`src/design/fetchDefs_defs.svh`:
```
// Fetch front end sizing
// LINE_BYTES must equal FETCH_WIDTH * INSN_BYTES, so a full group fills one line
// All sizes are powers of two; BTB_ENTRIES sets the index width
// RESET_PC must be aligned to INSN_BYTES

`ifndef FETCH_DEFS_SVH
`define FETCH_DEFS_SVH

// Slots per fetch group
`define FETCH_WIDTH 4

// Fixed-length instructions
`define INSN_BYTES 4

// Instruction cache line size
`define LINE_BYTES 16

`define PC_WIDTH 32

// Direct-mapped, indexed by the word address bits
`define BTB_ENTRIES 16

`define RESET_PC 'h1000

`define SERIAL_WIDTH 16

`endif

```
`src/design/fetchPkg.sv`:
```
// Shared types of the fetch front end
// BTB index and tag widths follow from BTB_ENTRIES and INSN_BYTES

`default_nettype none

`include "fetchDefs_defs.svh"

package fetchPkg;

    // Fetch or branch target address
    typedef logic [`PC_WIDTH-1:0] pcT;

    // Instruction serial number, counts from 1
    typedef logic [`SERIAL_WIDTH-1:0] serialT;

    // One valid bit per slot, slot 0 in bit 0
    typedef logic [`FETCH_WIDTH-1:0] slotMaskT;

    // Index sits just above the byte offset bits of the pc
    typedef logic [$clog2(`BTB_ENTRIES)-1:0] btbIndexT;

    // Tag is every pc bit above the index
    typedef logic [`PC_WIDTH-$clog2(`BTB_ENTRIES)-$clog2(`INSN_BYTES)-1:0] btbTagT;

endpackage

`default_nettype wire

```
`src/design/fetchReqIf.sv`:
```
// Fetch group from the next-PC stage to the fetch stage
// Slots are contiguous from groupPc; groupSerial belongs to slot 0
// load is a plain level, there is no handshake

`timescale 1ns/1ps
`default_nettype none

interface fetchReqIf ();

    import fetchPkg::*;

    // First slot address of the group
    pcT       groupPc;

    // Slot mask, cleared past the line end
    slotMaskT slotValid;

    serialT   groupSerial;

    // Fetch register takes the group when high
    logic     load;

    modport source (
        output groupPc,
        output slotValid,
        output groupSerial,
        output load
    );

    modport sink (
        input  groupPc,
        input  slotValid,
        input  groupSerial,
        input  load
    );

endinterface

`default_nettype wire

```
`src/design/fetchFeedbackIf.sv`:
```
// Fetch stage state and BTB prediction back to the next-PC stage
// predTaken is already masked while the previous cycle was stalled

`timescale 1ns/1ps
`default_nettype none

interface fetchFeedbackIf ();

    import fetchPkg::*;

    slotMaskT fetchValid;
    pcT       fetchPc;
    logic     predTaken;
    pcT       predTarget;

    // Stall seen in the previous cycle
    logic     stalledLast;

    modport source (
        output fetchValid,
        output fetchPc,
        output predTaken,
        output predTarget,
        output stalledLast
    );

    modport sink (
        input  fetchValid,
        input  fetchPc,
        input  predTaken,
        input  predTarget,
        input  stalledLast
    );

endinterface

`default_nettype wire

```
`src/design/btbPredictor.sv`:
```
// Direct-mapped branch target buffer
// Four combinational lookups, one synchronous training write
// A write seen at an edge is visible to lookups in the next cycle
// Training not-taken invalidates the entry

`timescale 1ns/1ps
`default_nettype none

`include "fetchDefs_defs.svh"

module btbPredictor (
    input  logic               clk,
    input  logic               rstN,
    input  fetchPkg::pcT       lookupPc [`FETCH_WIDTH],
    input  logic               updateValid,
    input  fetchPkg::pcT       updatePc,
    input  fetchPkg::pcT       updateTarget,
    input  logic               updateTaken,
    output fetchPkg::slotMaskT hitTaken,
    output fetchPkg::pcT       hitTarget [`FETCH_WIDTH]
);

    import fetchPkg::*;

    localparam int InsnShift = $clog2(`INSN_BYTES);

    logic [`BTB_ENTRIES-1:0] entryValid;
    logic [`BTB_ENTRIES-1:0] entryTaken;
    btbTagT                  entryTag [`BTB_ENTRIES];
    pcT                      entryTarget [`BTB_ENTRIES];
    btbIndexT                updateIndex;

    function automatic btbIndexT toIndex(pcT pc);
        return pc[InsnShift +: $bits(btbIndexT)];
    endfunction

    function automatic btbTagT toTag(pcT pc);
        return pc[`PC_WIDTH-1 -: $bits(btbTagT)];
    endfunction

    assign updateIndex = toIndex(updatePc);

    // Lookup ports
    for (genvar i = 0; i < `FETCH_WIDTH; i++) begin : gLookup
        btbIndexT readIndex;
        logic     tagMatch;

        assign readIndex = toIndex(lookupPc[i]);
        assign tagMatch  = entryTag[readIndex] == toTag(lookupPc[i]);

        assign hitTaken[i]  = entryValid[readIndex] && tagMatch && entryTaken[readIndex];
        assign hitTarget[i] = entryTarget[readIndex];
    end

    // Valid bits are the only state cleared by reset
    always_ff @(posedge clk or negedge rstN) begin
        if (!rstN) begin
            entryValid <= '0;
        end else if (updateValid) begin
            entryValid[updateIndex] <= updateTaken;
        end
    end

    always_ff @(posedge clk) begin
        if (updateValid) begin
            entryTag[updateIndex]    <= toTag(updatePc);
            entryTarget[updateIndex] <= updateTarget;
            entryTaken[updateIndex]  <= updateTaken;
        end
    end

endmodule

`default_nettype wire

```
`src/design/fetchStage.sv`:
```
// Fetch group register and taken-branch prediction
// Register holds under stall, a clear arrives as an all-invalid group
// Slots after a predicted taken branch stay valid, trimming is done downstream
// Prediction is suppressed in any cycle that follows a stall cycle

`timescale 1ns/1ps
`default_nettype none

`include "fetchDefs_defs.svh"

module fetchStage (
    input  logic               clk,
    input  logic               rstN,
    input  logic               stall,
    input  logic               btbUpdateValid,
    input  fetchPkg::pcT       btbUpdatePc,
    input  fetchPkg::pcT       btbUpdateTarget,
    input  logic               btbUpdateTaken,
    fetchReqIf.sink            req,
    fetchFeedbackIf.source     fb,
    output fetchPkg::slotMaskT fetchSlotValid,
    output fetchPkg::pcT       fetchGroupPc,
    output fetchPkg::serialT   fetchSerial
);

    import fetchPkg::*;

    slotMaskT validQ;
    pcT       pcQ;
    serialT   serialQ;
    logic     stalledQ;
    pcT       lookupPc [`FETCH_WIDTH];
    slotMaskT hitTaken;
    pcT       hitTarget [`FETCH_WIDTH];
    logic     predTaken;
    pcT       predTarget;

    always_ff @(posedge clk or negedge rstN) begin
        if (!rstN) begin
            validQ   <= '0;
            pcQ      <= pcT'(`RESET_PC);
            serialQ  <= serialT'(1);
            stalledQ <= 1'b0;
        end else begin
            stalledQ <= stall;
            if (req.load) begin
                validQ  <= req.slotValid;
                pcQ     <= req.groupPc;
                serialQ <= req.groupSerial;
            end
        end
    end

    always_comb begin
        for (int i = 0; i < `FETCH_WIDTH; i++) begin
            lookupPc[i] = pcQ + pcT'(i * `INSN_BYTES);
        end
    end

    btbPredictor u_btbPredictor (
        .clk          (clk),
        .rstN         (rstN),
        .lookupPc     (lookupPc),
        .updateValid  (btbUpdateValid),
        .updatePc     (btbUpdatePc),
        .updateTarget (btbUpdateTarget),
        .updateTaken  (btbUpdateTaken),
        .hitTaken     (hitTaken),
        .hitTarget    (hitTarget)
    );

    // Lowest valid taken slot supplies the target
    always_comb begin
        predTaken  = 1'b0;
        predTarget = '0;
        for (int i = `FETCH_WIDTH - 1; i >= 0; i--) begin
            if (!stalledQ && validQ[i] && hitTaken[i]) begin
                predTaken  = 1'b1;
                predTarget = hitTarget[i];
            end
        end
    end

    assign fb.fetchValid  = validQ;
    assign fb.fetchPc     = pcQ;
    assign fb.predTaken   = predTaken;
    assign fb.predTarget  = predTarget;
    assign fb.stalledLast = stalledQ;

    assign fetchSlotValid = validQ;
    assign fetchGroupPc   = pcQ;
    assign fetchSerial    = serialQ;

endmodule

`default_nettype wire

```
`src/design/nextPcStage.sv`:
```
// Next-PC selection, group forming and serial numbering
// Priority of the selected address is redirect, BTB prediction, then the PC register
// Interrupt address goes into the PC register only, so its group comes two cycles later
// A group never crosses a cache line

`timescale 1ns/1ps
`default_nettype none

`include "fetchDefs_defs.svh"

module nextPcStage (
    input  logic            clk,
    input  logic            rstN,
    input  logic            stall,
    input  logic            clear,
    input  logic            redirectValid,
    input  fetchPkg::pcT    redirectPc,
    input  logic            interruptValid,
    input  fetchPkg::pcT    interruptPc,
    fetchReqIf.source       req,
    fetchFeedbackIf.sink    fb,
    output fetchPkg::pcT    icReadAddr
);

    import fetchPkg::*;

    localparam int LineShift = $clog2(`LINE_BYTES);

    pcT       pcReg;
    serialT   serialReg;
    pcT       selPc;
    pcT       pcNext;
    logic     beginStall;
    logic     pcWe;
    slotMaskT slotValid;
    logic [$clog2(`FETCH_WIDTH):0] leadCount;

    // True when the slot address lies in another line than the group start
    function automatic logic crossesLine(pcT basePc, pcT slotPc);
        return (basePc >> LineShift) != (slotPc >> LineShift);
    endfunction

    // First stall cycle, the selected group is not loaded and must be kept
    assign beginStall = stall && !fb.stalledLast;
    assign pcWe = !stall || beginStall || redirectValid || interruptValid;

    always_comb begin
        if (redirectValid) begin
            selPc = redirectPc;
        end else if (fb.predTaken) begin
            selPc = fb.predTarget;
        end else begin
            selPc = pcReg;
        end
    end

    always_comb begin
        for (int i = 0; i < `FETCH_WIDTH; i++) begin
            slotValid[i] = !(clear || interruptValid ||
                             crossesLine(selPc, selPc + pcT'(i * `INSN_BYTES)));
        end
    end

    always_comb begin
        if (interruptValid) begin
            pcNext = interruptPc;
        end else if (beginStall) begin
            pcNext = selPc;
        end else begin
            pcNext = selPc + pcT'(`FETCH_WIDTH * `INSN_BYTES);
            // Walk down so the lowest crossing slot wins
            for (int i = `FETCH_WIDTH - 1; i > 0; i--) begin
                if (crossesLine(selPc, selPc + pcT'(i * `INSN_BYTES))) begin
                    pcNext = selPc + pcT'(i * `INSN_BYTES);
                end
            end
        end
    end

    // Count of valid slots from slot 0 up to the first invalid one
    always_comb begin
        logic run;
        run = 1'b1;
        leadCount = '0;
        for (int i = 0; i < `FETCH_WIDTH; i++) begin
            run = run && slotValid[i];
            if (run) begin
                leadCount = leadCount + 1'b1;
            end
        end
    end

    always_ff @(posedge clk or negedge rstN) begin
        if (!rstN) begin
            pcReg     <= pcT'(`RESET_PC);
            serialReg <= serialT'(1);
        end else begin
            if (pcWe) begin
                pcReg <= pcNext;
            end
            if (!stall && !clear) begin
                serialReg <= serialReg + serialT'(leadCount);
            end
        end
    end

    assign req.groupPc     = selPc;
    assign req.slotValid   = slotValid;
    assign req.groupSerial = serialReg;
    assign req.load        = !stall;

    // Held group keeps the cache busy while stalled
    assign icReadAddr = (stall && fb.fetchValid[0]) ? fb.fetchPc : selPc;

endmodule

`default_nettype wire

```
`src/design/fetchFrontTop.sv`:
```
// Fetch front end top level
// One cycle from selection to fetchGroupPc, no bubble after a predicted taken branch
// The instruction cache is outside, only its read address leaves here

`timescale 1ns/1ps
`default_nettype none

module fetchFrontTop (
    input  logic               clk,
    input  logic               rstN,
    input  logic               stall,
    input  logic               clear,
    input  logic               redirectValid,
    input  fetchPkg::pcT       redirectPc,
    input  logic               interruptValid,
    input  fetchPkg::pcT       interruptPc,
    input  logic               btbUpdateValid,
    input  fetchPkg::pcT       btbUpdatePc,
    input  fetchPkg::pcT       btbUpdateTarget,
    input  logic               btbUpdateTaken,
    output fetchPkg::slotMaskT fetchSlotValid,
    output fetchPkg::pcT       fetchGroupPc,
    output fetchPkg::serialT   fetchSerial,
    output fetchPkg::pcT       icReadAddr
);

    fetchReqIf      reqIf ();
    fetchFeedbackIf fbIf ();

    nextPcStage u_nextPcStage (
        .clk            (clk),
        .rstN           (rstN),
        .stall          (stall),
        .clear          (clear),
        .redirectValid  (redirectValid),
        .redirectPc     (redirectPc),
        .interruptValid (interruptValid),
        .interruptPc    (interruptPc),
        .req            (reqIf),
        .fb             (fbIf),
        .icReadAddr     (icReadAddr)
    );

    fetchStage u_fetchStage (
        .clk             (clk),
        .rstN            (rstN),
        .stall           (stall),
        .btbUpdateValid  (btbUpdateValid),
        .btbUpdatePc     (btbUpdatePc),
        .btbUpdateTarget (btbUpdateTarget),
        .btbUpdateTaken  (btbUpdateTaken),
        .req             (reqIf),
        .fb              (fbIf),
        .fetchSlotValid  (fetchSlotValid),
        .fetchGroupPc    (fetchGroupPc),
        .fetchSerial     (fetchSerial)
    );

endmodule

`default_nettype wire

```
`config.mk`:
```
export PLATFORM = sky130hd
export DESIGN_NAME = fetchFrontTop
export DESIGN_NICKNAME = d
export VERILOG_FILES = /design/src/design/fetchPkg.sv /design/src/design/fetchReqIf.sv /design/src/design/fetchFeedbackIf.sv /design/src/design/btbPredictor.sv /design/src/design/fetchStage.sv /design/src/design/nextPcStage.sv /design/src/design/fetchFrontTop.sv
export VERILOG_INCLUDE_DIRS = /design/src /design/src/design
export SDC_FILE = /design/constraint.sdc
export NUM_CORES = 2
export LEC_CHECK = 0
export CAP_MARGIN = 20
export CORE_UTILIZATION = 55
export CTS_CLUSTER_SIZE = 28
export DETAILED_ROUTE_END_ITERATION = 12
export DONT_BUFFER_PORTS = 1
export HOLD_SLACK_MARGIN = 0.03
export PLACE_DENSITY = 0.7
export SLEW_MARGIN = 20
export SYNTH_ARGS = -nofsm -noshare
export SYNTH_HDL_FRONTEND = slang
export SYNTH_HIERARCHICAL = 1
export SYNTH_SLANG_ARGS = --single-unit
export TNS_END_PERCENT = 50
```
`constraint.sdc`:
```
create_clock -name clk -period 21.6 [get_ports clk]
set_clock_uncertainty 0.15 [all_clocks]
set_input_delay 6.48 -clock clk [delete_from_list [all_inputs] [get_ports clk]]
set_output_delay 6.48 -clock clk [all_outputs]
set_load 0.02 [all_outputs]
```
======== Word-level counts from Yosys, hierarchy flattened ========
Memories as Yosys holds them, arrays and structs flattened.
Index checks and enable logic that the tools add are counted.
cells by class
  multiplexer cells ....................... 42
  equal/unequal tests ..................... 7
  shifts and indexed selects .............. 0
  bitwise logic cells ..................... 0
  $add $sub $neg .......................... 11
  magnitude comparators ................... 6
  divide/modulo/power cells ............... 0
  reductions and logical operators ........ 37
  multipliers ............................. 0
operators with widths
  kind                                                                                  count
  32-bit two-way mux                                                                    12
  32-bit by 4-bit adder with 32-bit output (second input constant)                      4
  26-bit equality test                                                                  4
  28-bit inequality test                                                                3
  32-bit by 3-bit adder with 32-bit output (second input constant)                      2
  32-bit by 5-bit adder with 32-bit output (second input constant)                      1
  1-bit binary-select mux with 4-bit select                                             8
  16-bit bitwise mux                                                                    2
  4-bit by 5-bit less-than comparator with 1-bit output (second input constant)         5
  1-bit logical AND                                                                     23
  16-bit by 3-bit adder with 16-bit output                                              1
  1-bit two-way mux                                                                     16
  3-bit two-way mux                                                                     3
  1-bit zero test                                                                       7
  1-bit logical OR                                                                      7
  3-bit by 1-bit adder with 3-bit output (second input constant)                        2
  1-bit demux with 4-bit select                                                         1
  4-bit by 1-bit greater-or-equal comparator with 1-bit output (second input constant)  1
  1-bit by 1-bit adder with 2-bit output (second input constant)                        1
storage, ports and cells
  bits in writable memories ............... 928
  flip-flop bits (word level) ............. 133
  bits in latches ......................... 0
  bits in read-only memories .............. 0
  memories ................................ 2
  output and inout port bits .............. 84
  word-level logic and storage cells ...... 113
  input port bits ......................... 136
memories
  memory                                   words  bits a word  rd ports  clocked after Yosys merged registers in  wr ports  line                text
  u_fetchStage.u_btbPredictor.entryTarget  16     32           4         0                                        1         btbPredictor.sv:30  pcT entryTarget [`BTB_ENTRIES];
  u_fetchStage.u_btbPredictor.entryTag     16     26           4         0                                        1         btbPredictor.sv:29  btbTagT entryTag [`BTB_ENTRIES];

======== Logic depth before layout (Yosys ltp) ========
  depth after elaboration ................. 23
  mapped depth ............................ 38
  mapped depth without buffers ............ 35

======== Cells and area by module ========
Netlist, hierarchy kept.
by module, submodules not included
  module        cells an instance  times used  area an instance (um2)
  btbPredictor  3286               1           60551.8
  fetchStage    543                1           4939.7
  nextPcStage   568                1           4760.8

======== Least setup slack after synthesis ========
OpenSTA, ideal clock, no wires.
  path kind ............................... input -> output
  start point ............................. in redirectValid
  end point ............................... out icReadAddr[31]
  stages .................................. 7
  required time ........................... 14.970 ns
  setup slack ............................. 7.184 ns
  data arrival time ....................... 7.786 ns
  cells stage by stage .................... buf_4 > buf_4 > buf_4 > buf_2 > nor2_1 > a21oi_1 > o21ai_0
between the ends
  longest elaborated chain between the ends .. 2
RTL lines
  element             line                 text
  from (decl)         fetchFrontTop.sv:13  input logic redirectValid,
  32-bit two-way mux  nextPcStage.sv:48    if (redirectValid) begin
  32-bit two-way mux  nextPcStage.sv:113   assign icReadAddr = (stall && fb.fetchValid[0]) ? fb.fetchPc : selPc;
  to (decl)           fetchFrontTop.sv:24  output fetchPkg::pcT icReadAddr
No other way between the ends.

==> metrics.cfg <==
[grt]
antenna_found_initial=11
track_usage=0.383
grt_pass1_vias=45700
grt_max_degree=118
grt_first_pass_wirelength_mm=349
grt_overflow=0

[floorplanning]
initial_utilization=0.557
row_count=130
fp.dieH_um=359
num_io_pins=220
die_w_um=359
design.core.area_um2=126000
die_area_um2=129000

[sta]
slew_viol_final=0
relSlewSlack=0.153
hold_violations=0
setup_violations=0
setup_tns_ns=0
fin_crit_sh=0.822
worst_slew_pin_slew_ns=1.25
period_needed_ns=17.76
max_freq_ghz=0.0563
rsz0062_at_grt=no

[layout]
layoutNonFillerInstCount=5951
fin_nets=4352
fin_util=0.594
nFillCells=9366
area_growth_pct=6.75
drive_gt1_frac=0.363
fin_area_um2=75000

[hold_path]
hold_class=reg -> reg

[routing]
firstDrtPassIters=6
wl_per_cell_um=41.4
ant_nets=0
drc=0
via_per_inst=7.99
totalWireLength_mm=247
num_vias=47600
drt_iter0_drc=7487

[pwr]
comb_power_share=0.356
pwr-share-clk=0.289
cellPowerDensity_nw_per_um2=90.8
internal-power_uw=4450
power_uw=6810
ir_worst_vdd_uv=67.7
switching_share=0.346
p_sw_uw=2350
seq_power_share=0.355
p_leak_uw=0.0240

[clock_tree]
insertion_delay_ns=0.77
clk_pin_slew_worst_paths_ns=0.06
cts-htree-levels=3
clockBufferDepth=3
cts-root-buf=clkbuf_16
cts_tree=built
post-cts-setup-buffer-count=0
cts_buffers=112
ctsHoldBuffers=0
cts-resized-gates=0
cts_num_sinks=1061

[logic_synthesis]
synth_top_family_by_area=multiplexers
synthTopCellsByArea=edfxtp_1 (40%), mux4_2 (33%), dfrtp_1 (4.0%)
syn_inst=4397
synth_seq_area_share=0.445
synth-xor-area-share=0.0290
syn-num-nets=4548
synth-simple-area-share=0.0490
synthMuxAreaShare=0.379
avgSynthCellArea_um2=16.0
ys_ff_latch=1061
synth_warnings=6
async_flop_share=0.110
synth_fa_ha_area_frac=0.00278
yosys.area.top_type=edfxtp_1
synth_edf_count=944
synth_top_area_frac=0.404
synth_cell_type_count=110
synth-compound-area-share=0.0554
synth.cell_area_um2=70300
yosys_most_used_dff=edfxtp_1

[setup_path]
max_stage_delay_ns=1.07
cp.required_ns=14.97
crit_path_max_fanout=103
end_kind=output pin
cp.arrival_ns=11.13
cp_cell_sequence=buf_12 > inv_8 > ha_4 > inv_8 > buf_4 > buf_4 > mux4_2 > nor4_1 > nor4_1 > nand4_1 > nor4_1 > nand3_1 > nor4_1 > buf_4 > nand3b_1 > a21oi_4 > buf_4 > a221oi_1 > nor2_1 > mux2_2 > mux2i_1 > o21ai_0
crit_buf_inv=7
crit_family=buffers and inverters
cpMaxStageDelayCell=nor4_1
crit_type=reg -> out
cp-start-kind=flop

[job]
drv_cap=0

[run_status]
status=finished clean

[placed_design]
dp_hpwl_mm=161
gp_congestion=1.08
post-place-cells=5737
dpl_cell_area_um2=71300
port_buffers=0

[synthesized netlist by cell type (10+ instances only)]
cell type and n:
mux2_2 110, clkbuf_1 117, a31oi_1 23, xnor2_1 149, a211oi_1 12, nand2_1 210
mux4_2 1021, ha_1 14, mux2i_1 206, nor2_1 149, o21ai_1 23, a22oi_1 49
o2111ai_1 11, nor2b_1 18, inv_1 75, mux4_1 10, a22o_1 14, edfxtp_1 944
nand4_1 30, nor3_1 47, nand3_1 52, a221oi_1 53, and3_1 11, o31ai_1 12
xor2_1 84, o21a_1 14, buf_2 141, inv_2 14, buf_4 104, dfrtp_1 113
a21oi_1 60, o211ai_1 15, nor4_2 10, nand2b_1 22, o21ai_0 93, buf_6 12
buf_1 63, o22ai_1 69, nor4_1 20
[worst register-to-register path, delay by kind of cell, from the launching register on]
kind,cells,cell delay [ns]
buffers and inverters,8,4.31
AND/OR/NAND/NOR,11,4.10
AO/OA/AOI/OAI,9,2.31
adder cells (fa/ha/maj),4,1.73
multiplexers,2,0.58
flip-flops,1,0.41
XOR/XNOR,1,0.13
[final timing paths]
kind | start | endpoint | slack (ns) | cells past startpoint
worst min-delay path | u_nextPcStage/req.groupSerial[15] | u_nextPcStage/req.groupSerial[15] | 0.32 | 1
worst min register to register | u_nextPcStage/req.groupSerial[15] | u_nextPcStage/req.groupSerial[15] | 0.32 | 1
worst max-delay path | u_fetchStage/fb.fetchPc[3] | icReadAddr[19] | 3.84 | 22
worst max register to register | u_fetchStage/fb.fetchPc[3] | u_nextPcStage/req.groupSerial[15] | 7.76 | 35
min in group asynchronous | rstN | u_fetchStage/fb.fetchPc[4] | 5.30 | 0
max in group asynchronous | rstN | u_fetchStage/fb.fetchPc[12] | 15.74 | 0
[metal layers]
metal	vias up	routed length [µm]	GRT usage
met5	-	57	0
met4	8	10400	0.144
met3	619	38000	0.127
met2	3874	110000	0.563
met1	24800	88200	0.532
li1	18200	-	-
[sequential cells by signal, indices dropped and copies added, names as in the netlist, 16 cells and up]
| register | flops |
|---|---|
| u_fetchStage/u_btbPredictor/entryTag | 416 |
| u_fetchStage/u_btbPredictor/entryTaken | 16 |
| u_fetchStage/fb.fetchPc | 32 |
| u_nextPcStage/pcReg | 32 |
| u_fetchStage/u_btbPredictor/entryValid | 16 |
| u_fetchStage/fetchSerial | 16 |
| u_fetchStage/u_btbPredictor/entryTarget | 512 |
| u_nextPcStage/req.groupSerial | 16 |
[metrics by stage]
step,hold WS [ns],setup slack (ns)
2_1_floorplan,0.289,7.18
3_3_place_gp,0.308,5.05
3_5_place_dp,0.311,4.95
4_1_cts,0.319,4.12
5_1_grt,0.348,3.79
6_report,0.315,3.84
[power groups by stage]
stage | Clock [µW] | Combinational, µW | Sequential, µW
floorplan | 0 | 1690 | 2400
global placement | 0 | 2330 | 2450
detailed placement | 0 | 2340 | 2450
CTS | 1980 | 2350 | 2410
global route | 2050 | 2480 | 2420
finish | 1970 | 2430 | 2410
[kinds of logic after synthesis]
family / count (synthesis)
adders and majority gates: 15
xor gates and xnor gates: 233
and+or+nand+nor: 649
DFF: 1061
AOI/OAI and AO/OA: 549
muxes: 1354
buffers and inverters: 536
[cell usage in the layout, fill, tap and decap left out, types with 13 or more instances in the layout]
cell          n
mux4_2     1021
nor4_1       20
a221oi_1     53
o21ai_1      23
o21ai_0      93
dfrtp_1     109
a21oi_1      58
nor3_1       43
xor2_1       82
nor2_1      135
xnor2_1     146
o22ai_1      69
nand2b_1     22
clkbuf_1     23
ha_1         13
clkinv_1     26
buf_4       127
nor2b_1      17
o211ai_1     15
mux2_2      110
inv_2        15
nand4_1      30
a22oi_1      49
o21a_1       14
mux2i_1     206
a31oi_1      23
nor2_4       14
nand3_1      52
inv_1        68
a22o_1       14
bufinv_16    13
clkinv_2     19
clkbuf_16   112
nand2_1     210
edfxtp_1    944
[cell type report]
class	instances	area (µm²)	share of cell area
Multi-Input combinational cell	2800	36400	0.486
Sequential cell	1061	31300	0.417
Clock buffer	139	2940	0.0393
Tap cell	1650	2060	0.0275
Timing Repair Buffer	133	1070	0.0143
Clock inverter	69	778	0.0104
Inverter	93	383	0.00511
Antenna cell	6	15.0	0.000200
Note: power is estimated with default switching activity, not from simulation.
